<file path="src/hw/lsu_pkg.sv">
`default_nettype none

package lsu_pkg;

    // RISC-V load/store width codes, stores use B, H and W
    typedef enum logic [2:0] {
        F3_B  = 3'b000,
        F3_H  = 3'b001,
        F3_W  = 3'b010,
        F3_BU = 3'b100,
        F3_HU = 3'b101
    } mem_funct3_e;

    // One memory word, seen whole or as its lanes
    typedef union packed {
        logic [31:0]      word;
        logic [1:0][15:0] half;  // half[0] is bits 15:0
        logic [3:0][7:0]  bytes; // bytes[0] is bits 7:0
    } mem_word_u;

    // Byte enables and lane-shifted data for a store
    function automatic void store_lanes(
        input  mem_funct3_e funct3,
        input  logic [1:0]  offset,
        input  logic [31:0] data,
        output logic [3:0]  be,
        output mem_word_u   lanes
    );
        lanes.word = '0;
        be         = 4'b0000;
        case (funct3)
            F3_B, F3_BU: begin
                lanes.bytes[offset] = data[7:0];
                be[offset]          = 1'b1;
            end
            F3_H, F3_HU: begin
                lanes.half[offset[1]] = data[15:0];
                be = offset[1] ? 4'b1100 : 4'b0011;
            end
            F3_W: begin
                lanes.word = data;
                be         = 4'b1111;
            end
            default: be = 4'b0000; // Unsupported code writes nothing
        endcase
    endfunction

    // Selected lane of a loaded word, sign or zero extended
    function automatic logic [31:0] load_extract(
        input mem_funct3_e funct3,
        input logic [1:0]  offset,
        input mem_word_u   w
    );
        logic [7:0]  lane_b;
        logic [15:0] lane_h;
        lane_b = w.bytes[offset];
        lane_h = w.half[offset[1]];
        case (funct3)
            F3_B:    return {{24{lane_b[7]}}, lane_b};
            F3_BU:   return {24'd0, lane_b};
            F3_H:    return {{16{lane_h[15]}}, lane_h};
            F3_HU:   return {16'd0, lane_h};
            F3_W:    return w.word;
            default: return 32'd0;
        endcase
    endfunction

    // Same width rules as store_lanes, plus natural alignment
    function automatic logic access_ok(
        input mem_funct3_e funct3,
        input logic [1:0]  offset
    );
        case (funct3)
            F3_B, F3_BU: return 1'b1;
            F3_H, F3_HU: return ~offset[0];
            F3_W:        return offset == 2'b00;
            default:     return 1'b0; // funct3 3, 6 and 7
        endcase
    endfunction

endpackage

`default_nettype wire

</file>
<file path="src/hw/mem_port_if.sv">
`timescale 1ns/100ps
`default_nettype none

// One byte-enabled synchronous RAM port
interface mem_port_if #(
    parameter int AW = 11
);

    logic          en;
    logic          we;    // Write when high, read when low
    logic [3:0]    be;
    logic [AW-1:0] addr;  // Word address
    logic [31:0]   wdata;
    logic [31:0]   rdata; // Held until the next read

    modport master (
        output en, we, be, addr, wdata,
        input  rdata
    );

    modport ram (
        input  en, we, be, addr, wdata,
        output rdata
    );

endinterface

`default_nettype wire

</file>
<file path="src/hw/rollback_unit.sv">
`timescale 1ns/100ps
`default_nettype none

module rollback_unit #(
    parameter int MEM_WORDS = 2048
) (
    input  logic                         clk,
    input  logic                         reset,
    input  logic                         exception_sig,
    input  logic                         commit_valid,
    input  lsu_pkg::mem_funct3_e         commit_funct3,
    input  logic [31:0]                  commit_addr,
    input  logic [31:0]                  commit_data,
    output logic                         ready,
    mem_port_if.master                   committed,
    output logic                         spec_we,
    output logic [$clog2(MEM_WORDS)-1:0] spec_waddr,
    output logic [31:0]                  spec_wdata,
    output logic                         fill_we,
    output logic [$clog2(MEM_WORDS)-1:0] fill_waddr,
    output logic [31:0]                  fill_wdata
);

    import lsu_pkg::*;

    localparam int AW = $clog2(MEM_WORDS);

    localparam logic [1:0] ST_FILL    = 2'd0;
    localparam logic [1:0] ST_IDLE    = 2'd1;
    localparam logic [1:0] ST_RESTORE = 2'd2;

    logic [1:0]  state;
    logic [AW:0] cnt;      // Extra bit marks the restore tail cycle
    logic [AW:0] cnt_prev;
    logic        commit_in_range;
    logic [3:0]  commit_be;
    mem_word_u   commit_lanes;

    always_ff @(posedge clk) begin
        if (reset) begin
            state <= ST_FILL;
            cnt   <= '0;
        end else begin
            case (state)
                ST_FILL: begin
                    cnt <= cnt + 1'b1;
                    if (&cnt[AW-1:0]) begin // Last word written
                        state <= ST_IDLE;
                        cnt   <= '0;
                    end
                end
                ST_IDLE: begin
                    if (exception_sig) begin
                        state <= ST_RESTORE;
                        cnt   <= '0;
                    end
                end
                ST_RESTORE: begin
                    cnt <= cnt + 1'b1;
                    if (cnt[AW]) begin // Final write of word MEM_WORDS-1
                        state <= ST_IDLE;
                        cnt   <= '0;
                    end
                end
                default: state <= ST_IDLE;
            endcase
        end
    end

    always_comb begin
        cnt_prev        = cnt - 1'b1;
        commit_in_range = (commit_addr[31:AW+2] == '0);
        store_lanes(commit_funct3, commit_addr[1:0], commit_data, commit_be, commit_lanes);
        ready           = (state == ST_IDLE);

        committed.en    = 1'b0;
        committed.we    = 1'b0;
        committed.be    = 4'b0000;
        committed.addr  = cnt[AW-1:0];
        committed.wdata = commit_lanes.word;
        spec_we         = 1'b0;
        spec_waddr      = cnt[AW-1:0];
        spec_wdata      = 32'(cnt[AW-1:0]); // Fill value is the word index
        case (state)
            ST_FILL: spec_we = 1'b1;
            ST_IDLE: begin
                committed.en   = commit_valid & commit_in_range;
                committed.we   = 1'b1;
                committed.be   = commit_be;
                committed.addr = commit_addr[AW+1:2];
            end
            ST_RESTORE: begin
                committed.en = ~cnt[AW];        // Read word cnt
                spec_we      = (cnt != '0);     // Write word read last cycle
                spec_waddr   = cnt_prev[AW-1:0];
                spec_wdata   = committed.rdata;
            end
            default: spec_we = 1'b0;
        endcase
    end

    // Committed RAM port b only serves the reset fill
    assign fill_we    = (state == ST_FILL);
    assign fill_waddr = cnt[AW-1:0];
    assign fill_wdata = 32'(cnt[AW-1:0]);

endmodule

`default_nettype wire

</file>
<file path="src/flat_wrapper.sv">
// flat-port wrapper written by rule: the top's interface ports become plain ports
module rollback_unit_flat import lsu_pkg::*;
#(
    parameter int MEM_WORDS = 2048
)
  (clk, reset, exception_sig, commit_valid, commit_funct3, commit_addr, commit_data, ready, spec_we, spec_waddr, spec_wdata, fill_we, fill_waddr, fill_wdata, committed_en, committed_we, committed_be, committed_addr, committed_wdata, committed_rdata);
  mem_port_if committed_i ();
  input  logic clk;
  input  logic reset;
  input  logic exception_sig;
  input  logic commit_valid;
  input  lsu_pkg::mem_funct3_e commit_funct3;
  input  logic [31:0] commit_addr;
  input  logic [31:0] commit_data;
  output logic ready;
  output logic spec_we;
  output logic [$clog2(MEM_WORDS)-1:0] spec_waddr;
  output logic [31:0] spec_wdata;
  output logic fill_we;
  output logic [$clog2(MEM_WORDS)-1:0] fill_waddr;
  output logic [31:0] fill_wdata;
  output wire logic [$bits(committed_i.en)-1:0] committed_en;
  output wire logic [$bits(committed_i.we)-1:0] committed_we;
  output wire logic [$bits(committed_i.be)-1:0] committed_be;
  output wire logic [$bits(committed_i.addr)-1:0] committed_addr;
  output wire logic [$bits(committed_i.wdata)-1:0] committed_wdata;
  input wire logic [$bits(committed_i.rdata)-1:0] committed_rdata;
  assign committed_en = committed_i.en;
  assign committed_we = committed_i.we;
  assign committed_be = committed_i.be;
  assign committed_addr = committed_i.addr;
  assign committed_wdata = committed_i.wdata;
  assign committed_i.rdata = committed_rdata;
  rollback_unit #(.MEM_WORDS(MEM_WORDS)) u_core (.clk(clk), .reset(reset), .exception_sig(exception_sig), .commit_valid(commit_valid), .commit_funct3(commit_funct3), .commit_addr(commit_addr), .commit_data(commit_data), .ready(ready), .committed(committed_i), .spec_we(spec_we), .spec_waddr(spec_waddr), .spec_wdata(spec_wdata), .fill_we(fill_we), .fill_waddr(fill_waddr), .fill_wdata(fill_wdata));
endmodule
</file>
<file path="config.mk">
export PLATFORM = sky130hd
export DESIGN_NAME = rollback_unit_flat
export DESIGN_NICKNAME = d
export VERILOG_FILES = /design/src/hw/lsu_pkg.sv /design/src/hw/mem_port_if.sv /design/src/hw/rollback_unit.sv /design/src/flat_wrapper.sv
export SDC_FILE = /design/constraint.sdc
export NUM_CORES = 1
export LEC_CHECK = 0
export BUFFER_PORTS_ARGS = -buffer_cell sky130_fd_sc_hd__buf_2
export CELL_PAD_IN_SITES_DETAIL_PLACEMENT = 1
export CELL_PAD_IN_SITES_GLOBAL_PLACEMENT = 2
export CORE_AREA = 3 3 121 123
export CTS_CLUSTER_DIAMETER = 200
export DETAILED_ROUTE_END_ITERATION = 16
export DIE_AREA = 0 0 124 126
export PLACE_DENSITY_LB_ADDON = 0.1
export SLEW_MARGIN = 20
export SYNTH_ARGS = -nofsm -noshare
export SYNTH_HDL_FRONTEND = slang
export SYNTH_SLANG_ARGS = --single-unit
</file>
<file path="constraint.sdc">
create_clock -name clk -period 3.3 [get_ports clk]
set_input_delay 0.495 -clock clk [delete_from_list [all_inputs] [get_ports clk]]
set_output_delay 0.495 -clock clk [all_outputs]
set_load 0.02 [all_outputs]
</file>
==> Word level (Yosys, flattened, before mapping) <==
Cells that the tools add are included.
{ "word_totals": {"ff_bits": 14, "in_bits": 103, "output_inout_bits": 138, "wordCells": 57} }
{ "op_classes": {"addsub": 2, "order_cmp": 4, "eq_ne": 9, "muxes": 24, "n_bitwise": 4, "reduce_logical": 12} }
{ "ops": {"columns": ["cell", "count"], "rows": [
  ["$pmux 32 s3", 1],
  ["$and 32x32->32", 2],
  ["$mux 12", 3],
  ["$pmux 12 s3", 1],
  ["$mux 32", 1],
  ["$mux 11", 2],
  ["$logic_not 19->1", 1],
  ["$demux 16 s1", 1],
  ["$demux 8 s2", 1],
  ["$mux 16", 1],
  ["$add 12x1->12 const B", 1],
  ["$pmux 4 s3", 1],
  ["$reduce_bool 12->1", 1],
  ["$reduce_and 11->1", 1],
  ["$sub 11x1->11 const B", 1],
  ["$mux 4", 2],
  ["$mux 8", 1],
  ["$eq 3x3->1 const B", 2],
  ["$mux 2", 3],
  ["$pmux 2 s3", 1],
  ["$ne 2x1->1 const B", 2],
  ["$pmux 1 s2", 2],
  ["$reduce_or 2->1", 2],
  ["$eq 3x1->1 const B", 1],
  ["18 further kinds", 20]
]} }

==> Longest topological paths before layout <==
{ "logic_depth": {"depth_word": 6, "depth_mapped": 9, "mapped_depth_nobuf": 7} }

==> Least setup slack after synthesis <==
OpenSTA, ideal clock, no wires.
{ "synth_timing": {"path_type": "reg2out", "start": "reg u_core.state[1]", "end": "out committed_be[3]", "arrival_ps": 1924, "required_ps": 2805, "setup_slack_ps": 881, "stages_incl_launch_ff": 6, "path_buffers": 2, "path_cell_list": "dfxtp_1 > inv_1 > ha_1 > clkbuf_1 > clkbuf_1 > a21boi_0"} }
{ "synth_via": {"elab_chain_len": 2} }
{ "synth_lines": {"columns": ["element", "line_no", "source"], "rows": [
  ["start, declared", "rollback_unit.sv:32", "logic [1:0] state;"],
  ["start signal, assigned", "rollback_unit.sv:41", "state <= ST_FILL;"],
  ["start signal, assigned", "rollback_unit.sv:48", "state <= ST_IDLE;"],
  ["start signal, assigned", "rollback_unit.sv:54", "state <= ST_RESTORE;"],
  ["$eq 2x1->1", "rollback_unit.sv:84", "case (state)"],
  ["$mux 4", "rollback_unit.sv:84", null],
  ["end, declared", "flat_wrapper.sv:24", "output wire logic [$bits(committed_i.be)-1:0] committed_be;"]
]} }
No other way between the ends.

==> Final worst setup path <==
{ "layout_timing": {"start": "reg u_core.cnt[3]", "end": "out spec_waddr[9]"} }
{ "layout_via": {"elab_chain_len": 2} }
{ "layout_lines": {"columns": ["element", "line_no", "source"], "rows": [
  ["start, declared", "rollback_unit.sv:33", "logic [AW:0] cnt;"],
  ["start signal, assigned", "rollback_unit.sv:46", "cnt <= cnt + 1'b1;"],
  ["start signal, assigned", "rollback_unit.sv:59", "cnt <= cnt + 1'b1;"],
  ["$sub 11x1->11", "rollback_unit.sv:71", "cnt_prev = cnt - 1'b1;"],
  ["$mux 11", "rollback_unit.sv:84", null],
  ["end, declared", "flat_wrapper.sv:17", "output logic [$clog2(MEM_WORDS)-1:0] spec_waddr;"]
]} }
No other way between the ends.

==> reports/results.tsv <==
stage	metric	value	unit
critical_path	cp.required	2.80	ns
die	ios	241	
cts	cts_max_path_buffers	2	
critical_path	crit_end	spec_waddr[9]	
grt	grt_pass1_wl	16200	microns
grt	grt_max_degree	27	
drt	wl_per_cell	15.6	microns
placement	postPlaceCellArea	0.00328	sq mm
sta	setup_viol	0	
sta	final_hold_viol_count	0	
power	irDropWorstVdd	0.206	mV
drt	first_pass_iters	4	
critical_path	cp_data_arrival_time	2.20	ns
synth	post-synth-top-area-cell	buf_4	
synth	syn_inst	336	
hold_path	worst_hold_path_type	flop to flop	
cts	insertion_delay	0.25	ns
cts	cts-resized-gates	0	
grt	grt_pass1_vias	3004	
synth	synth.area.top_cells	buf_4, dfxtp_1, mux2_2	
cts	path_clk_slew	0.05	ns
cts	cts_tree	yes	
cts	numClockSinks	14	
drt	vias	2961	
synth	synth.top_cell.area_share	15.4	%
placement	gp_congestion	0.799	
synth	synth_edf_count	0	
critical_path	cp-start-kind	flop	
drt	drtAntennaViolNets	0	
outcome	outcome	completed	
critical_path	r2r-end	u_core.cnt[10]	
placement	post-place-cells	693	
layout	n_antenna_cell	0	
layout	fin_nets	628	
synth	ys_ff_latch	14	
synth	synth_top_flop_cell	dfxtp_1	
synth	syn_area_per_cell	6.82	sq um
die	die_y	126	microns
sta	fin_crit	2.70	ns
synth	synthesis.area	0.00229	sq mm
cts	cts.htree.levels	1	
drt	drtIter0Drc	83	
drt	vias_per_cell	4.25	
critical_path	cpMaxStageDelayCell	nor4_1	
die	core	0.0138	sq mm
cts	cts_root_buf	clkbuf_16	
sta	worst_slew_pin_slew	0.765	ns
critical_path	cp_max_fo	12	
synth	yosysWarnings	0	
cts	numCtsBuffers	3	
grt	grt_antenna_before_repair	0	
layout	ff_latch_area	280	sq um
sta	grt_setup_unrepaired	false	
grt	track_usage	13.1	%
layout	fin_cells	697	
drt	drc	0	
sta	fin_crit_sh	81.7	%
critical_path	worstSetupEndpointType	primary output	
layout	design_area	0.00337	sq mm
placement	dpl.hpwl	9050	microns
critical_path	reg2reg_depth	6	
die	die_area	0.0156	sq mm
power	p_leak	1.87	nW
synth	synth_cell_types	46	
synth	async_reset_ff_share	0	%
cts	post_cts_buffers	0	
critical_path	startpoint	u_core.cnt[3]	
layout	num-fill-cells	1814	
grt	grt_overflow_total	0	
sta	finalClockSkew	0.00231	ns
placement	io_buffers	219	
critical_path	cpMostUsedCell	nor4_1	
cts	cts_hold_buf	0	
drt	wl	10900	microns
die	die_x	124	microns
critical_path	crit_chain	nor4_1 -> nand3_1 -> nor4_1 -> xor2_1 -> buf_2	
layout	final_layout_size_suffix_gt1_share	48.0	%
sta	fin_setup_tns	0	ns
power	power_per_cell_area	391	mW/mm^2
die	row_count	43	
layout	area_growth	47.1	%
critical_path	rrSetupSlack	1.02	ns
die	start_util	16.6	%
critical_path	slowest_delay	0.63	ns
run	maxCapViolCount	0	
sta	final_max_slew_viol_count	0	
critical_path	crit_type	flop to primary output	
sta	fmax	371	MHz
layout	multi_input_area	0.00163	sq mm
sta	slew_headroom	49.0	%
critical_path	rr_startpoint	u_core.state[0]	
synth	synth.yosys.seq_area_share	12.2	%
==> sequential cells by signal (all words and copies together) (netlist names) <==
name,cells
u_core.cnt,12
u_core.state,2
==> cell usage in the layout (no fill, tap or decap), types with 2 or more instances in the layout <==
master / n
a21oi_1: 9
o41ai_1: 2
xor2_1: 8
buf_2: 219
ha_1: 6
o31ai_1: 2
nand3_1: 7
nand2_1: 46
nor4_1: 7
o21ai_0: 33
and2_1: 23
or4_1: 2
nor3_1: 3
nand2b_1: 4
xnor2_1: 6
nor2b_1: 4
mux2_2: 17
o21a_1: 2
nor2_1: 27
clkbuf_16: 3
nand4_1: 7
buf_4: 4
or3_1: 5
dfxtp_1: 14
conb_1: 21
a21o_1: 2
nand3b_1: 2
a22oi_1: 8
and4_1: 2
inv_1: 6
==> area by class of cell <==
class / instances / area share (%)
well taps: 180 / 6.68
clock buffers: 4 / 2.63
multi-input cells: 270 / 48.3
flip-flops and latches: 14 / 8.31
repair buffers: 223 / 33.4
inverters: 6 / 0.668
==> worst max-delay path: cells and delay by family (launching register included) <==
kind                      cells  cell delay (ns)
xor gates and xnor gates      1             0.17
buffers and inverters         1             0.18
DFF                           1             0.44
and+or+nand+nor               3             1.16
==> power by group <==
group	internal [mW]	switching [mW]
combinational	0.295	0.524
sequential	0.194	0.0456
clock	0.184	0.0774
==> logic make-up after synthesis <==
family | after synthesis | synth area share [%]
and+or+nand+nor | 145 | 31.9
buffers and inverters | 72 | 20.3
AOI/OAI and AO/OA | 65 | 17.4
muxes | 18 | 8.79
xor gates and xnor gates | 14 | 5.35
DFF | 14 | 12.2
adders and majority gates | 7 | 3.82
other | 1 | 0.164
==> Yosys cell counts (all sizes together) (2+ instances only) <==
library cell  number
o21ai             34
nor3               3
xnor2              6
mux2              17
nor2b              4
nand3              7
a21oi             10
and2              23
xor2               8
nand3b             2
o21a               2
nor4               7
nand4              7
a21o               2
a22oi              8
o41ai              2
inv                6
buf               53
ha                 7
and4               2
nand2             46
dfxtp             14
nor2              27
o31ai              2
clkbuf            13
or4                2
or3                5
nand2b             4
==> metal layers <==
metal	up-vias	global-route usage [%]	routed length (microns)
met3	4	2.74	872
met2	143	22.9	5210
met5	-	0	0
met4	0	1.74	72
li1	1456	-	-
met1	1358	16.8	4720
==> worst min-delay path by stage <==
stage | startpoint | cells after the start | to
3_3_place_gp | u_core.state[1] | 2 | u_core.state[1]
5_1_grt | u_core.state[1] | 2 | u_core.state[1]
4_1_cts | u_core.state[1] | 2 | u_core.state[1]
3_5_place_dp | u_core.state[1] | 2 | u_core.state[1]
6_report | u_core.state[1] | 2 | u_core.state[1]
2_1_floorplan | u_core.state[1] | 2 | u_core.state[1]
==> per-stage QoR <==
stage                     hold WS (ns)  util [%]  total power, mW  setup slack (ns)
after floorplan                  0.466         -            0.819             0.881
after CTS                        0.521      24.5             1.35             0.565
after global routing             0.556      24.5             1.43             0.429
after detailed placement         0.509      23.8             1.08             0.857
after global placement           0.486      23.8             1.07             0.856
final                            0.510      24.5             1.32             0.602
Power figures use the tool's default switching activity.
