`src/hw/lsu_pkg.sv`:
```
`default_nettype none

package lsu_pkg;

    // RISC-V load/store width codes, stores use B, H and W
    typedef enum logic [2:0] {
        F3_B  = 3'b000,
        F3_H  = 3'b001,
        F3_W  = 3'b010,
        F3_BU = 3'b100,
        F3_HU = 3'b101
    } mem_funct3_e;

    // One memory word, seen whole or as its lanes
    typedef union packed {
        logic [31:0]      word;
        logic [1:0][15:0] half;  // half[0] is bits 15:0
        logic [3:0][7:0]  bytes; // bytes[0] is bits 7:0
    } mem_word_u;

    // Byte enables and lane-shifted data for a store
    function automatic void store_lanes(
        input  mem_funct3_e funct3,
        input  logic [1:0]  offset,
        input  logic [31:0] data,
        output logic [3:0]  be,
        output mem_word_u   lanes
    );
        lanes.word = '0;
        be         = 4'b0000;
        case (funct3)
            F3_B, F3_BU: begin
                lanes.bytes[offset] = data[7:0];
                be[offset]          = 1'b1;
            end
            F3_H, F3_HU: begin
                lanes.half[offset[1]] = data[15:0];
                be = offset[1] ? 4'b1100 : 4'b0011;
            end
            F3_W: begin
                lanes.word = data;
                be         = 4'b1111;
            end
            default: be = 4'b0000; // Unsupported code writes nothing
        endcase
    endfunction

    // Selected lane of a loaded word, sign or zero extended
    function automatic logic [31:0] load_extract(
        input mem_funct3_e funct3,
        input logic [1:0]  offset,
        input mem_word_u   w
    );
        logic [7:0]  lane_b;
        logic [15:0] lane_h;
        lane_b = w.bytes[offset];
        lane_h = w.half[offset[1]];
        case (funct3)
            F3_B:    return {{24{lane_b[7]}}, lane_b};
            F3_BU:   return {24'd0, lane_b};
            F3_H:    return {{16{lane_h[15]}}, lane_h};
            F3_HU:   return {16'd0, lane_h};
            F3_W:    return w.word;
            default: return 32'd0;
        endcase
    endfunction

    // Same width rules as store_lanes, plus natural alignment
    function automatic logic access_ok(
        input mem_funct3_e funct3,
        input logic [1:0]  offset
    );
        case (funct3)
            F3_B, F3_BU: return 1'b1;
            F3_H, F3_HU: return ~offset[0];
            F3_W:        return offset == 2'b00;
            default:     return 1'b0; // funct3 3, 6 and 7
        endcase
    endfunction

endpackage

`default_nettype wire

```
`src/hw/mem_port_if.sv`:
```
`timescale 1ns/100ps
`default_nettype none

// One byte-enabled synchronous RAM port
interface mem_port_if #(
    parameter int AW = 11
);

    logic          en;
    logic          we;    // Write when high, read when low
    logic [3:0]    be;
    logic [AW-1:0] addr;  // Word address
    logic [31:0]   wdata;
    logic [31:0]   rdata; // Held until the next read

    modport master (
        output en, we, be, addr, wdata,
        input  rdata
    );

    modport ram (
        input  en, we, be, addr, wdata,
        output rdata
    );

endinterface

`default_nettype wire

```
`src/hw/lsu_access_unit.sv`:
```
`timescale 1ns/100ps
`default_nettype none

module lsu_access_unit #(
    parameter int MEM_WORDS = 2048
) (
    input  logic                 clk,
    input  logic                 reset,
    input  logic                 issue_valid,
    input  logic                 issue_ready,
    input  logic                 issue_is_store,
    input  lsu_pkg::mem_funct3_e issue_funct3,
    input  logic [31:0]          issue_addr,
    input  logic [31:0]          issue_data,
    input  logic [31:0]          issue_inst_num,
    input  logic [7:0]           issue_phy,
    input  logic                 exception_sig,
    mem_port_if.master           spec,
    output logic                 result_valid,
    output logic                 result_is_store,
    output logic                 result_fault,
    output logic [31:0]          result_data,
    output logic [31:0]          result_inst_num,
    output logic [31:0]          result_addr,
    output logic [7:0]           result_phy
);

    import lsu_pkg::*;

    localparam int AW = $clog2(MEM_WORDS);

    // Stage 1, accepted op driving the RAM
    logic        s1_valid;
    logic        s1_is_store;
    mem_funct3_e s1_funct3;
    logic [31:0] s1_addr;
    logic [31:0] s1_data;
    logic [31:0] s1_inst_num;
    logic [7:0]  s1_phy;
    logic        s1_ok;
    logic [3:0]  s1_be;
    mem_word_u   s1_lanes;

    // Stage 2, tags waiting on rdata
    logic        s2_valid;
    logic        s2_is_store;
    logic        s2_fault;
    mem_funct3_e s2_funct3;
    logic [31:0] s2_addr;
    logic [31:0] s2_inst_num;
    logic [7:0]  s2_phy;
    logic [31:0] s2_value;

    always_comb begin
        s1_ok = (s1_addr[31:AW+2] == '0) && access_ok(s1_funct3, s1_addr[1:0]);
        store_lanes(s1_funct3, s1_addr[1:0], s1_data, s1_be, s1_lanes);
        spec.en    = s1_valid & s1_ok & ~exception_sig; // Faulty or squashed op stays off
        spec.we    = s1_is_store;
        spec.be    = s1_be;
        spec.addr  = s1_addr[AW+1:2];
        spec.wdata = s1_lanes.word;
    end

    always_comb begin
        if (s2_is_store || s2_fault) begin
            s2_value = 32'd0;
        end else begin
            s2_value = load_extract(s2_funct3, s2_addr[1:0], spec.rdata);
        end
    end

    // Valid chain, an exception drops everything in flight
    always_ff @(posedge clk) begin
        if (reset) begin
            s1_valid     <= 1'b0;
            s2_valid     <= 1'b0;
            result_valid <= 1'b0;
        end else begin
            s1_valid     <= issue_valid & issue_ready & ~exception_sig;
            s2_valid     <= s1_valid & ~exception_sig;
            result_valid <= s2_valid & ~exception_sig;
        end
    end

    always_ff @(posedge clk) begin
        if (issue_valid && issue_ready) begin
            s1_is_store <= issue_is_store;
            s1_funct3   <= issue_funct3;
            s1_addr     <= issue_addr;
            s1_data     <= issue_data;
            s1_inst_num <= issue_inst_num;
            s1_phy      <= issue_phy;
        end
        s2_is_store     <= s1_is_store;
        s2_fault        <= ~s1_ok;
        s2_funct3       <= s1_funct3;
        s2_addr         <= s1_addr;
        s2_inst_num     <= s1_inst_num;
        s2_phy          <= s1_phy;
        result_is_store <= s2_is_store;
        result_fault    <= s2_fault;
        result_data     <= s2_value;
        result_inst_num <= s2_inst_num;
        result_addr     <= s2_addr; // Byte address, stores report it
        result_phy      <= s2_phy;
    end

endmodule

`default_nettype wire

```
`src/flat_wrapper.sv`:
```
// flat-port wrapper written by rule: the top's interface ports become plain ports
module lsu_access_unit_flat import lsu_pkg::*;
#(
    parameter int MEM_WORDS = 2048
)
  (clk, reset, issue_valid, issue_ready, issue_is_store, issue_funct3, issue_addr, issue_data, issue_inst_num, issue_phy, exception_sig, result_valid, result_is_store, result_fault, result_data, result_inst_num, result_addr, result_phy, spec_en, spec_we, spec_be, spec_addr, spec_wdata, spec_rdata);
  mem_port_if spec_i ();
  input  logic clk;
  input  logic reset;
  input  logic issue_valid;
  input  logic issue_ready;
  input  logic issue_is_store;
  input  lsu_pkg::mem_funct3_e issue_funct3;
  input  logic [31:0] issue_addr;
  input  logic [31:0] issue_data;
  input  logic [31:0] issue_inst_num;
  input  logic [7:0] issue_phy;
  input  logic exception_sig;
  output logic result_valid;
  output logic result_is_store;
  output logic result_fault;
  output logic [31:0] result_data;
  output logic [31:0] result_inst_num;
  output logic [31:0] result_addr;
  output logic [7:0] result_phy;
  output wire logic [$bits(spec_i.en)-1:0] spec_en;
  output wire logic [$bits(spec_i.we)-1:0] spec_we;
  output wire logic [$bits(spec_i.be)-1:0] spec_be;
  output wire logic [$bits(spec_i.addr)-1:0] spec_addr;
  output wire logic [$bits(spec_i.wdata)-1:0] spec_wdata;
  input wire logic [$bits(spec_i.rdata)-1:0] spec_rdata;
  assign spec_en = spec_i.en;
  assign spec_we = spec_i.we;
  assign spec_be = spec_i.be;
  assign spec_addr = spec_i.addr;
  assign spec_wdata = spec_i.wdata;
  assign spec_i.rdata = spec_rdata;
  lsu_access_unit #(.MEM_WORDS(MEM_WORDS)) u_core (.clk(clk), .reset(reset), .issue_valid(issue_valid), .issue_ready(issue_ready), .issue_is_store(issue_is_store), .issue_funct3(issue_funct3), .issue_addr(issue_addr), .issue_data(issue_data), .issue_inst_num(issue_inst_num), .issue_phy(issue_phy), .exception_sig(exception_sig), .spec(spec_i), .result_valid(result_valid), .result_is_store(result_is_store), .result_fault(result_fault), .result_data(result_data), .result_inst_num(result_inst_num), .result_addr(result_addr), .result_phy(result_phy));
endmodule
```
`config.mk`:
```
export PLATFORM = sky130hd
export DESIGN_NAME = lsu_access_unit_flat
export DESIGN_NICKNAME = d
export VERILOG_FILES = /design/src/hw/lsu_pkg.sv /design/src/hw/mem_port_if.sv /design/src/hw/lsu_access_unit.sv /design/src/flat_wrapper.sv
export SDC_FILE = /design/constraint.sdc
export NUM_CORES = 1
export LEC_CHECK = 0
export BUFFER_PORTS_ARGS = -buffer_cell sky130_fd_sc_hd__buf_2
export CAP_MARGIN = 5
export CORE_MARGIN = 8
export CORE_UTILIZATION = 41
export CTS_CLUSTER_DIAMETER = 150
export CTS_CLUSTER_SIZE = 12
export DETAILED_ROUTE_END_ITERATION = 7
export PLACE_DENSITY = 0.74
export SLEW_MARGIN = 20
export SYNTH_ARGS = -nofsm -noshare
export SYNTH_HDL_FRONTEND = slang
export SYNTH_SLANG_ARGS = --single-unit
```
`constraint.sdc`:
```
create_clock -name clk -period 6.6 [get_ports clk]
set_clock_uncertainty 0.15 [all_clocks]
set_input_delay 0.33 -clock clk [delete_from_list [all_inputs] [get_ports clk]]
set_output_delay 0.33 -clock clk [all_outputs]
set_load 0.02 [all_outputs]
```
Yosys cells after proc, flatten, opt, wreduce, memory -nomap -nowiden. Index checks and enable logic that the tools add are counted.

Flip-flop bits (word level): 294. Input port bits: 145. Logic and storage cells: 72.

Order comparisons: 6. Equality and inequality tests: 8. Muxes and demuxes: 15. Bitwise logic cells: 11. Reductions and logical operators: 11.

Operator list (count): $pmux 32 s5 (1); $pmux 32 s3 (1); $and 32x32->32 (2); $mux 16 (3); $logic_not 19->1 (1); $bmux 8 s2 (1); $demux 16 s1 (1); $demux 8 s2 (1); $mux 8 (2); $eq 3x3->1 const B (4); $pmux 4 s3 (1); $and 1x1->1 (6); $eq 3x1->1 const B (2); $eq 3x2->1 const B (2); $logic_not 3->1 (2); $lt 2x3->1 const B (2); $logic_and 1x1->1 (4); $lt 1x2->1 const B (2); $mux 4 (1); $reduce_or 2->1 (2); $not 1->1 (3); $pmux 1 s3 (1); $demux 1 s2 (1); $ge 2x1->1 const B (1); 4 further kinds (4).

Longest topological paths before layout. Gate-level depths: netlist of run 1.

Word-level depth: 6. Depth in mapped cells: 7.

Worst setup path after synthesis of run 1. Ideal clock, no wire load.

Path kind: input-to-reg. Start point: input port issue_ready. End point: register u_core.s1_addr[0], enable pin. Setup time: 479 ps. Arrival time: 2827 ps. Path slack: 3144 ps. Stages on the path: 1. Cell sequence: and2_1.

Longest elaborated chain between the ends: 1.

RTL lines: start, declared (RTL line flat_wrapper.sv:11) `input logic issue_ready;`; $logic_and 1x1->1 (RTL line lsu_access_unit.sv:86) `if (issue_valid && issue_ready) begin`; end signal, assigned (RTL line lsu_access_unit.sv:89) `s1_addr <= issue_addr;`; end, declared (RTL line lsu_access_unit.sv:36) `logic [31:0] s1_addr;`.

No other way between the ends. A chain may end at the register's enable or synchronous reset.

Worst setup path in the final report of run 1.
Start point: register u_core.s1_funct3[0]. End point: output port spec_wdata[1].

Longest elaborated chain between the ends: 3.

RTL lines: start, declared (RTL line lsu_access_unit.sv:35) `mem_funct3_e s1_funct3;`; start signal, assigned (RTL line lsu_access_unit.sv:88) `s1_funct3 <= issue_funct3;`; $eq 3x1->1 (tied with other cells) (RTL line lsu_pkg.sv:31) `case (funct3)`; $reduce_or 2->1 (RTL line lsu_pkg.sv:31); $pmux 32 s3 * (RTL line lsu_pkg.sv:31); end, declared (RTL line flat_wrapper.sv:30) `output wire logic [$bits(spec_i.wdata)-1:0] spec_wdata;`.

Every way passes the cells marked *; elsewhere a longest branch is shown, timed or not.

==> summary.md, run 1 <==
| Metric | Value |
|---|---|
| Status | finished clean |
| Maximum capacitance violations | 0 |
| Switching power | 0.828 mW |
| Synth Net Count | 642 |
| Leakage power total | 5.27 nW |
| CTS buffer count | 28 |
| Post-synth ARST share | 0 |
| Number of pins with negative max-slew slack in the final report | 0 |
| Leading post-synthesis cells by instance count | sky130_fd_sc_hd__dfxtp_1 (186), sky130_fd_sc_hd__edfxtp_1 (108), sky130_fd_sc_hd__nand2_1 (27) |
| Detailed Place HPWL | 14.7 mm |
| Clock transition at path regs | 0.06 ns |
| Total Die Area | 0.0252 sq mm |
| Height of the die | 159 um |
| Worst endpoint data arrival time | 2.68 ns |
| Clock tree from TritonCTS | yes |
| EDFF count, synth | 108 |
| Synthesis-stage register bit count | 294 |
| Clk network pwr share | 0.376 |
| Average detailed-routed wire length per instance | 18.6 um |
| Number of antenna violations at the first check in global routing | 0 |
| Sw Share | 0.219 |
| List of cells traversed by the critical path | nor3b_4 > a21oi_1 > and2b_1 > buf_2 |
| Peak per-stage delay on the critical path | 0.75 ns |
| Final global-route overflow total | 0 |
| Peak VDD IR | 254 uV |
| Worst rel slew slack | 0.434 |
| Port-buffer cells | 300 |
| Post-Synthesis Cells | 497 |
| Critical Path Source Type | flip-flop |
| Number of setup violations in the final report | 0 |
| H-Tree Level Count | 1 |
| Fin Setup TNS | 0 ns |
| Maximum clock frequency | 317 MHz |
| Final ANT Viol Nets | 0 |
| Syn Area/Cell | 16.8 sq um |
| Instance area at placement | 0.0100 sq mm |
| Total of fill cells in the finished design | 1446 |
| Ys flop type | sky130_fd_sc_hd__dfxtp_1 |
| Largest net degree at the start of global routing | 57 |
| Gate family responsible for the most delay along the worst path | simple AND/OR/NAND/NOR gates |
| Mapped cell area | 0.00835 sq mm |
| Final critical-path required period | 3.16 ns |
| Worst Path Max Fanout | 20 |
| Combinational share of power | 0.084 |
| All-layer global routing usage | 0.170 |
| Antenna cell count | 0 |
| Dominant cells by area after synthesis | sky130_fd_sc_hd__dfxtp_1 (45%), sky130_fd_sc_hd__edfxtp_1 (39%), sky130_fd_sc_hd__a22o_1 (2.0%), sky130_fd_sc_hd__a21oi_1 (1.4%), sky130_fd_sc_hd__buf_4 (1.3%) |
| Chip width | 159 um |
| Via density | 4.67 |
| Post-route standard cell area excluding fillers | 0.0122 sq mm |
| Count of different cell masters after synthesis | 46 |
| Crit Path Category | reg -> out |
| Critical path capture point type | primary output |
| Area Growth Syn to Fin | 46.5% |
| Insertion delay of the later-clocked pin in the worst-skew pair | 0.52 ns |
| Required time of the critical path | 6.12 ns |
| Remaining routing DRC violations | 0 |
| RD Place Congestion | 0.822 |
| Initial core utilization | 0.415 |
| Vias in the first global route | 6013 |
| Standard cell with the maximum stage delay on the critical path | sky130_fd_sc_hd__nor3b_4 |
| Number of hold-slack violations in the final timing report | 0 |
| Total number of nets in the final design | 1089 |
| Area of the core region | 0.0201 sq mm |
| Post-CTS setup-driven buffer insertion count | 0 |
| Yosys warning total | 0 |
| Portion of the post-synthesis area used by sequential elements | 0.835 |
| 1st-pass router iterations | 5 |
| Areal power density over the cells | 309 mW/mm^2 |
| Share of the synthesized area in the top cell type | 0.446 |
| Unrepaired setup endpoints after global routing | no |
| Wire length of the first global-routing pass | 32.9 mm |
| CTS sink count | 294 |
| Top-level I/O count | 301 |
| Share of layout cells above drive strength 1 | 0.364 |
| Total Power Consumption | 3.77 mW |
| Root buffer cell | sky130_fd_sc_hd__clkbuf_16 |
| Number of vias in the routed layout | 5750 |
| Number of rows created at floorplan | 52 |
| Cell type with the largest total area after synthesis | sky130_fd_sc_hd__dfxtp_1 |
| Post-Route WL | 22.9 mm |
| Worst hold-check path type | in -> reg |
| Pint | 2.95 mW |
| Count leader, synth | sky130_fd_sc_hd__dfxtp_1 |
| Worst Tran Pin Value | 0.850 ns |
| Sequential share of power | 0.540 |
| Initial detailed-routing violation count | 327 |
| Crit share post-route | 0.479 |
| Combined buffer and inverter count along the critical path | 1 |
| Maximum clock path buffer count | 3 |
## worst min-delay path: cells and delay by family
family | cells | cell delay [ns]
buf+inv | 1 | 0.09
compound gates | 2 | 0.24
## flip-flops by register name, summed over array words and instances (netlist names), 3 cells and up
register / count
u_core.result_addr: 32
u_core.result_data: 32
u_core.result_inst_num: 32
u_core.s2_funct3: 3
u_core.s2_phy: 8
u_core.s1_data: 32
u_core.s2_addr: 32
u_core.s1_funct3: 3
u_core.s2_inst_num: 32
u_core.s1_inst_num: 32
u_core.s1_addr: 32
u_core.result_phy: 8
u_core.s1_phy: 8
## timing repair
| item | in CTS | in global routing |
|---|---|---|
| gates resized for setup | 0 | 0 |
| hold buffers | 141 | 0 |
| hold endpoints to repair | 140 | 0 |
## stage by stage
stage / util / instances / hold WS [ns] / setup WS, ns
after floorplan: - / 497 / 0.160 / 3.14
after global placement: 0.498 / 1043 / 0.160 / 3.85
after detailed placement: 0.498 / 1043 / 0.162 / 3.76
after CTS: 0.608 / 1231 / 0.00421 / 3.19
after global routing: 0.608 / 1231 / 0.00162 / 3.29
final: 0.608 / 1231 / 0.0316 / 3.44
## cell type report
class,instances,area [sq um],share of cell area
sequential,294,6970,0.570
clock buffer,46,790,0.0646
tap,270,338,0.0276
clock inverter,1,8.76,0.000716
inverter,10,37.5,0.00307
timing repair buffer,443,2930,0.239
multi-input combinational,167,1160,0.0948
## layer usage
metal  vias up  GRT usage  part of all wire
li1       2665          -                 -
met1      2709      0.181              0.35
met2       324      0.310              0.51
met3        52     0.0513             0.097
met4         0     0.0678             0.035
met5         -          0                 0
## logic make-up after synthesis
kind of cell | count (synthesis) | synth area share
AO/OA/AOI/OAI | 82 | 0.0736
flip-flops | 294 | 0.835
AND/OR/NAND/NOR | 76 | 0.0507
multiplexers | 9 | 0.0129
buffers and inverters | 36 | 0.0283
## path summary, 6_finish.rpt
check | slack (ns) | cells after the start | from | endpoint
min | 0.03 | 3 | spec_rdata[15] | u_core.result_data[15]$_SDFF_PP0_
max | 3.44 | 4 | u_core.s1_funct3[0]$_DFFE_PP_ | spec_wdata[1]
min reg2reg | 0.17 | 0 | u_core.s2_addr[27]$_DFF_P_ | u_core.result_addr[27]$_DFF_P_
max reg2reg | 3.89 | 6 | u_core.s2_funct3[1]$_DFF_P_ | u_core.result_data[12]$_SDFF_PP0_
## power groups by stage
| stage | registers [mW] | clock network (mW) | logic, mW |
|---|---|---|---|
| final | 2.04 | 1.42 | 0.317 |
| after global routing | 2.05 | 1.53 | 0.335 |
| after CTS | 2.04 | 1.46 | 0.314 |
| after detailed placement | 2.07 | 0 | 0.246 |
| after global placement | 2.07 | 0 | 0.243 |
| after floorplan | 2.10 | 0 | 0.105 |
## cells in the final DEF (no fill, tap or decap), drive strengths merged, types with 2 or more instances in the layout
| cell | instances |
|---|---|
| inv | 10 |
| a22oi | 8 |
| nor4 | 5 |
| dlygate4sd3 | 141 |
| a222oi | 8 |
| clkbuf | 46 |
| or2 | 3 |
| a22o | 19 |
| nor2 | 10 |
| a311o | 3 |
| nand2b | 6 |
| nor3b | 6 |
| dfxtp | 186 |
| buf | 302 |
| nor3 | 2 |
| o21bai | 3 |
| and2 | 2 |
| nor2b | 8 |
| and2b | 3 |
| o21ai | 10 |
| edfxtp | 108 |
| a21oi | 27 |
| mux2i | 7 |
| nand2 | 27 |
Power figures use the tool's default switching activity.
==> inputs of run 2 (changes only) <==
--- a/config.mk
+++ b/config.mk
@@ -5,6 +5,7 @@
 export SDC_FILE = /design/constraint.sdc
 export NUM_CORES = 1
 export LEC_CHECK = 0
+export ABC_AREA = 1
 export BUFFER_PORTS_ARGS = -buffer_cell sky130_fd_sc_hd__buf_2
 export CAP_MARGIN = 5
 export CORE_MARGIN = 8
@@ -12,7 +13,7 @@
 export CTS_CLUSTER_DIAMETER = 150
 export CTS_CLUSTER_SIZE = 12
 export DETAILED_ROUTE_END_ITERATION = 7
-export PLACE_DENSITY = 0.74
+export PLACE_DENSITY = 0.76
 export SLEW_MARGIN = 20
 export SYNTH_ARGS = -nofsm -noshare
 export SYNTH_HDL_FRONTEND = slang
==> constraint.sdc (replaced) <==
create_clock -name clk -period 2.8 [get_ports clk]
set_clock_uncertainty 0.15 [all_clocks]
set_input_delay 0.14 -clock clk [delete_from_list [all_inputs] [get_ports clk]]
set_output_delay 0.14 -clock clk [all_outputs]
set_load 0.02 [all_outputs]
==> run 2 against run 1 <==
  * Worst hold slack improved by 0.11 ns
  * Clock power is 140% higher
  * Power up 140%
  * Clock-buffer cell count up 2
  * Final area grew 5.3%
  * Non-clock buffer count rose by 19
  * Synthesized cell count up 31%
  * Core utilization grew 0.65 points
  * Via count rose by 16%
  * Combinational power increased to 2.8 times the previous value
  * Setup slack got worse by 3.3 ns
==> summary.md, run 2 <==
| Metric | Value |
|---|---|
| Via density | 4.71 |
| Area Growth Syn to Fin | 47.3% |
| Worst Path Max Fanout | 12 |
| Top-level I/O count | 301 |
| Most frequent standard cell in the layout excluding fill and tap cells | sky130_fd_sc_hd__buf_2 |
| Height of the die | 162 um |
| Syn Area/Cell | 13.4 sq um |
| Critical Path Source Type | flip-flop |
| Ys flop type | sky130_fd_sc_hd__dfxtp_1 |
| Number of pins with negative max-slew slack in the final report | 0 |
| Wire length of the first global-routing pass | 39.8 mm |
| Final critical-path required period | 2.69 ns |
| Yosys warning total | 0 |
| Dominant cells by area after synthesis | sky130_fd_sc_hd__dfxtp_1 (43%), sky130_fd_sc_hd__edfxtp_1 (37%), sky130_fd_sc_hd__inv_1 (3.3%), sky130_fd_sc_hd__nand2_1 (3.1%), sky130_fd_sc_hd__nor2_1 (2.1%) |
| Share of layout cells above drive strength 1 | 0.328 |
| Leading post-synthesis cells by instance count | sky130_fd_sc_hd__dfxtp_1 (186), sky130_fd_sc_hd__edfxtp_1 (108), sky130_fd_sc_hd__inv_1 (77) |
| Insertion delay of the later-clocked pin in the worst-skew pair | 0.56 ns |
| Fin Setup TNS | 0 ns |
| Status | finished clean |
| Vias in the first global route | 7036 |
| Post-CTS setup-driven buffer insertion count | 0 |
| Final ANT Viol Nets | 0 |
| Instance area at placement | 0.0105 sq mm |
| Wire length on met3 | 2.74 mm |
| Critical path capture point type | primary output |
| Met1 wire length | 9.58 mm |
| Area of the core region | 0.0210 sq mm |
| Chip width | 162 um |
| Post-Route WL | 26.5 mm |
| Worst rel slew slack | 0.371 |
| Top routing layer in use | met5 |
| Peak VDD IR | 742 uV |
| 1st-pass router iterations | 5 |
| Worst Tran Pin Value | 0.942 ns |
| Maximum clock path buffer count | 3 |
| Total number of nets in the final design | 1264 |
| Total of fill cells in the finished design | 1512 |
| H-Tree Level Count | 1 |
| Top library cells by usage in the layout, fill and taps aside | sky130_fd_sc_hd__buf_2 (300), sky130_fd_sc_hd__dfxtp_1 (186), sky130_fd_sc_hd__dlygate4sd3_1 (159) |
| Final global-route overflow total | 0 |
| Number of hold-slack violations in the final timing report | 0 |
| Final core utilization | 0.615 |
| Crit Path Category | reg -> out |
| Leakage power total | 5.80 nW |
| Count leader, synth | sky130_fd_sc_hd__dfxtp_1 |
| CTS buffer count | 28 |
| Clock tree from TritonCTS | yes |
| Port-buffer cells | 300 |
| Total length of routed met2 wires | 13.4 mm |
| Required time of the critical path | 2.51 ns |
| Remaining routing DRC violations | 0 |
| Average detailed-routed wire length per instance | 18.7 um |
| Worst endpoint data arrival time | 2.40 ns |
| Number of setup violations in the final report | 0 |
| Clock transition at path regs | 0.06 ns |
| Portion of the post-synthesis area used by sequential elements | 0.797 |
| Initial core utilization | 0.417 |
| Total Power Consumption | 9.12 mW |
| Post-Synthesis Cells | 651 |
| Largest net degree at the start of global routing | 48 |
| Maximum clock frequency | 372 MHz |
| Post-route standard cell area excluding fillers | 0.0129 sq mm |
| RD Place Congestion | 0.859 |
| Number of rows created at floorplan | 53 |
| Total Die Area | 0.0263 sq mm |
| Cell type with the largest total area after synthesis | sky130_fd_sc_hd__dfxtp_1 |
| EDFF count, synth | 108 |
| CTS sink count | 294 |
| Number of vias in the routed layout | 6670 |
| Count of different cell masters after synthesis | 28 |
| Number of antenna violations at the first check in global routing | 2 |
| Maximum capacitance violations | 0 |
| Mapped cell area | 0.00874 sq mm |
| Initial detailed-routing violation count | 449 |
| Share of the synthesized area in the top cell type | 0.426 |
| Areal power density over the cells | 708 mW/mm^2 |
| Synthesis-stage register bit count | 294 |
| Root buffer cell | sky130_fd_sc_hd__clkbuf_16 |
| All-layer global routing usage | 0.194 |
| Crit share post-route | 0.959 |
| Worst hold-check path type | in -> reg |
| Synth Net Count | 796 |
| Final std cells w/o fill | 1416 |
| Post-synth ARST share | 0 |
| Placed cell count | 1205 |
| Detailed Place HPWL | 16.4 mm |
## run 2: area by class of cell
class	instances	area, sq um	area share
Tap cell	275	344	0.0267
Clock inverter	2	38.8	0.00301
Clock buffer	48	776	0.0602
Multi-Input combinational cell	251	1300	0.101
Sequential cell	294	6970	0.541
Timing Repair Buffer	462	3140	0.244
Antenna cell	2	5.00	0.000389
Inverter	82	312	0.0242
## run 2: repair_timing
item	CTS	global route
endpoints found under the setup margin	0	13
gates resized for setup	0	3
hold buffers	159	0
hold endpoints to repair	143	0
## run 2: logic make-up after synthesis
| family | Yosys count | synth area share |
|---|---|---|
| AND/OR/NAND/NOR | 176 | 0.0920 |
| AO/OA/AOI/OAI | 75 | 0.0549 |
| buffers and inverters | 106 | 0.0564 |
| flip-flops | 294 | 0.797 |
## run 2: critical path: stages (launching register included)
cell and delay, ns:
sky130_fd_sc_hd__edfxtp_1 0.64, sky130_fd_sc_hd__inv_1 0.13, sky130_fd_sc_hd__nand2_1 0.14, sky130_fd_sc_hd__nor2_1 0.09, sky130_fd_sc_hd__a21oi_1 0.49, sky130_fd_sc_hd__o22ai_1 0.15
sky130_fd_sc_hd__buf_2 0.20
## run 2: final timing paths
check	slack, ns	cells after the start	endpoint	start
setup / recovery	0.11	6	spec_wdata[18]	u_core.s1_funct3[1]$_DFFE_PP_
hold / removal	0.14	2	u_core.s1_inst_num[9]$_DFFE_PP_	issue_inst_num[9]
hold reg to reg	0.17	0	u_core.result_inst_num[25]$_DFF_P_	u_core.s2_inst_num[25]$_DFF_P_
setup reg to reg	0.32	10	u_core.result_data[7]$_SDFF_PP0_	u_core.s2_addr[1]$_DFF_P_
## run 2: power by group
group          total, mW  switching (mW)  internal [mW]
combinational      0.879           0.501          0.378
clock               3.45            1.57           1.88
sequential          4.79          0.0979           4.69
## run 2: metal layers
layer / vias up / global-route usage
met2: 414 / 0.346
met4: 4 / 0.0669
li1: 3080 / -
met5: - / 0
met3: 66 / 0.0676
met1: 3106 / 0.209
## run 2: stage by stage
stage          setup slack [ns]  hold WS [ns]
5_1_grt                -0.00330         0.119
3_3_place_gp              0.756         0.160
6_report                  0.114         0.137
3_5_place_dp              0.611         0.162
4_1_cts                 0.00749         0.115
2_1_floorplan             0.423        0.0615
==> inputs of run 3 (changes only) <==
--- a/config.mk
+++ b/config.mk
@@ -5,15 +5,13 @@
 export SDC_FILE = /design/constraint.sdc
 export NUM_CORES = 1
 export LEC_CHECK = 0
-export ABC_AREA = 1
 export BUFFER_PORTS_ARGS = -buffer_cell sky130_fd_sc_hd__buf_2
 export CAP_MARGIN = 5
-export CORE_MARGIN = 8
 export CORE_UTILIZATION = 41
 export CTS_CLUSTER_DIAMETER = 150
 export CTS_CLUSTER_SIZE = 12
 export DETAILED_ROUTE_END_ITERATION = 7
-export PLACE_DENSITY = 0.76
+export PLACE_DENSITY = 0.77
 export SLEW_MARGIN = 20
 export SYNTH_ARGS = -nofsm -noshare
 export SYNTH_HDL_FRONTEND = slang
==> run 3 against run 2 <==
  * Via count shrank 13%
  * Final area shrank 3.5%
  * Sequential share of layout area up 2.0 points
  * First-iteration DRC count is 33% lower
==> summary.md, run 3 (synthesized netlist as in run 1, its figures left out) <==
| Metric | Value |
|---|---|
| Status | finished clean |
| RD Place Congestion | 0.797 |
| Detailed Place HPWL | 13.0 mm |
| Share of layout cells above drive strength 1 | 0.368 |
| Switching power | 1.98 mW |
| Chip width | 145 um |
| Maximum clock frequency | 373 MHz |
| Crit share post-route | 0.958 |
| 1st-pass router iterations | 6 |
| Hold Crit Depth | 3 |
| Top library cells by usage in the layout, fill and taps aside | sky130_fd_sc_hd__buf_2 (300), sky130_fd_sc_hd__dfxtp_1 (186), sky130_fd_sc_hd__dlygate4sd3_1 (152) |
| Total Power Consumption | 8.91 mW |
| Initial detailed-routing violation count | 303 |
| Final ANT Viol Nets | 0 |
| R2R Setup Slk | 0.34 ns |
| Total Die Area | 0.0209 sq mm |
| Crit Path Category | reg -> out |
| Leakage power total | 5.38 nW |
| Peak VDD IR | 566 uV |
| Worst Path Max Fanout | 15 |
| Total number of nets in the final design | 1109 |
| Maximum capacitance violations | 0 |
| Via density | 4.62 |
| Unrepaired setup endpoints after global routing | no |
| Remaining routing DRC violations | 0 |
| Clk network pwr share | 0.375 |
| Initial core utilization | 0.423 |
| Number of vias in the routed layout | 5785 |
| Worst endpoint data arrival time | 2.39 ns |
| CTS buffer count | 28 |
| Root buffer cell | sky130_fd_sc_hd__clkbuf_16 |
| Number of antenna violations at the first check in global routing | 2 |
| Wire length of the first global-routing pass | 32.3 mm |
| Maximum clock path buffer count | 3 |
| Standard cell with the maximum stage delay on the critical path | sky130_fd_sc_hd__a21oi_2 |
| Final global-route overflow total | 0 |
| Number of hold-slack violations in the final timing report | 0 |
| Post-CTS setup-driven buffer insertion count | 0 |
| CTS sink count | 294 |
| Number of pins with negative max-slew slack in the final report | 0 |
| Sequential share of power | 0.539 |
| Insertion delay of the later-clocked pin in the worst-skew pair | 0.53 ns |
| Worst Tran Pin Value | 0.948 ns |
| Number of setup violations in the final report | 0 |
| Number of cell instances on the worst register-to-register path | 5 |
| Largest net degree at the start of global routing | 59 |
| All-layer global routing usage | 0.205 |
| Average detailed-routed wire length per instance | 17.7 um |
| H-Tree Level Count | 1 |
| Fin Setup TNS | 0 ns |
| Area of the core region | 0.0197 sq mm |
| Peak per-stage delay on the critical path | 0.54 ns |
| Critical register-to-register path startpoint | u_core.s2_addr[1]$_DFF_P_ |
| Pint | 6.93 mW |
| Critical path capture point type | primary output |
| Worst rel slew slack | 0.366 |
| Vias in the first global route | 6124 |
| Critical Path Source Type | flip-flop |
| List of cells traversed by the critical path | nor3b_2 > buf_4 > a21oi_2 > and2b_1 > buf_2 |
| Endpoint of the lowest-slack register-to-register path | u_core.result_data[1]$_SDFF_PP0_ |
| Required time of the critical path | 2.51 ns |
| Gate family responsible for the most delay along the worst path | compound AO/OA/AOI/OAI gates |
| Clock transition at path regs | 0.06 ns |
| Port-buffer cells | 300 |
| Worst hold-check path type | in -> reg |
| Total of fill cells in the finished design | 1366 |
| Startpoint of the most critical hold path | issue_valid |
| Footprint of the multi-input gates | 0.00116 sq mm |
| Area Growth Syn to Fin | 48.8% |
| Height of the die | 145 um |
| Area taken by flip-flops and latches | 0.00697 sq mm |
| Post-Route WL | 22.2 mm |
| Top-level I/O count | 301 |
| Areal power density over the cells | 717 mW/mm^2 |
| Sink of the worst hold path | u_core.s1_inst_num[30]$_DFFE_PP_ |
| Final critical-path required period | 2.68 ns |
| Sw Share | 0.222 |
| Clock tree from TritonCTS | yes |
| Most frequent standard cell in the layout excluding fill and tap cells | sky130_fd_sc_hd__buf_2 |
| Combined buffer and inverter count along the critical path | 2 |
| Number of rows created at floorplan | 51 |
| Combinational share of power | 0.086 |
-- run 3: tightest hold or removal path, stage by stage --
cell,delay [ns]
sky130_fd_sc_hd__buf_2,0.10
sky130_fd_sc_hd__and2_4,0.18
sky130_fd_sc_hd__buf_12,0.19
-- run 3: final cells by class --
type	instances	share of cell area
Antenna cell	3	0.000604
Clock buffer	49	0.0627
Clock inverter	2	0.00201
Inverter	10	0.00302
Multi-Input combinational cell	167	0.0933
Sequential cell	294	0.561
Tap cell	265	0.0267
Timing Repair Buffer	463	0.251
-- run 3: per-stage QoR --
| step | cells | worst slack [ns] | utilization | cell area [sq um] | hold slack (ns) |
|---|---|---|---|---|---|
| after floorplan | 497 | 0.717 | - | 8350 | 0.0651 |
| after global placement | 1047 | 0.504 | 0.511 | 10100 | 0.160 |
| after detailed placement | 1047 | 0.390 | 0.511 | 10100 | 0.162 |
| after CTS | 1250 | 0.0142 | 0.630 | 12400 | 0.121 |
| after global routing | 1252 | 0.0741 | 0.630 | 12400 | 0.139 |
| final | 1253 | 0.116 | 0.630 | 12400 | 0.147 |
-- run 3: power by group through the flow --
stage | Sequential, mW | Clock (mW) | Combinational [mW]
global placement | 4.87 | 0 | 0.586
CTS | 4.79 | 3.40 | 0.753
global route | 4.82 | 3.61 | 0.812
floorplan | 4.94 | 0 | 0.247
detailed placement | 4.89 | 0 | 0.593
finish | 4.80 | 3.34 | 0.770
-- run 3: timing repair --
action                                 CTS  global route
hold buffers                           152             0
endpoints found under the hold margin  163             0
pin swaps                                0             0
resized for setup                        1             2
gates cloned                             0             0
setup endpoints to repair                9            10
-- run 3: how the worst max path moves through the flow --
| stage | slack, ns | startpoint | depth (start not counted) | end |
|---|---|---|---|---|
| floorplan | 0.72 | issue_valid | 1 | u_core.s1_addr[0]$_DFFE_PP_ |
| global placement | 0.50 | u_core.s1_funct3[1]$_DFFE_PP_ | 5 | spec_wdata[5] |
| detailed placement | 0.39 | u_core.s1_funct3[1]$_DFFE_PP_ | 5 | spec_wdata[1] |
| CTS | 0.01 | u_core.s1_funct3[1]$_DFFE_PP_ | 5 | spec_wdata[24] |
| global route | 0.07 | u_core.s1_funct3[1]$_DFFE_PP_ | 5 | spec_wdata[5] |
| finish | 0.12 | u_core.s1_funct3[1]$_DFFE_PP_ | 5 | spec_wdata[1] |
-- run 3: routing by layer --
layer,vias up,global-route usage,share of wire
met5,-,0,0
li1,2712,-,-
met4,0,0.0864,0.030
met1,2718,0.228,0.38
met3,47,0.0569,0.076
met2,308,0.368,0.52
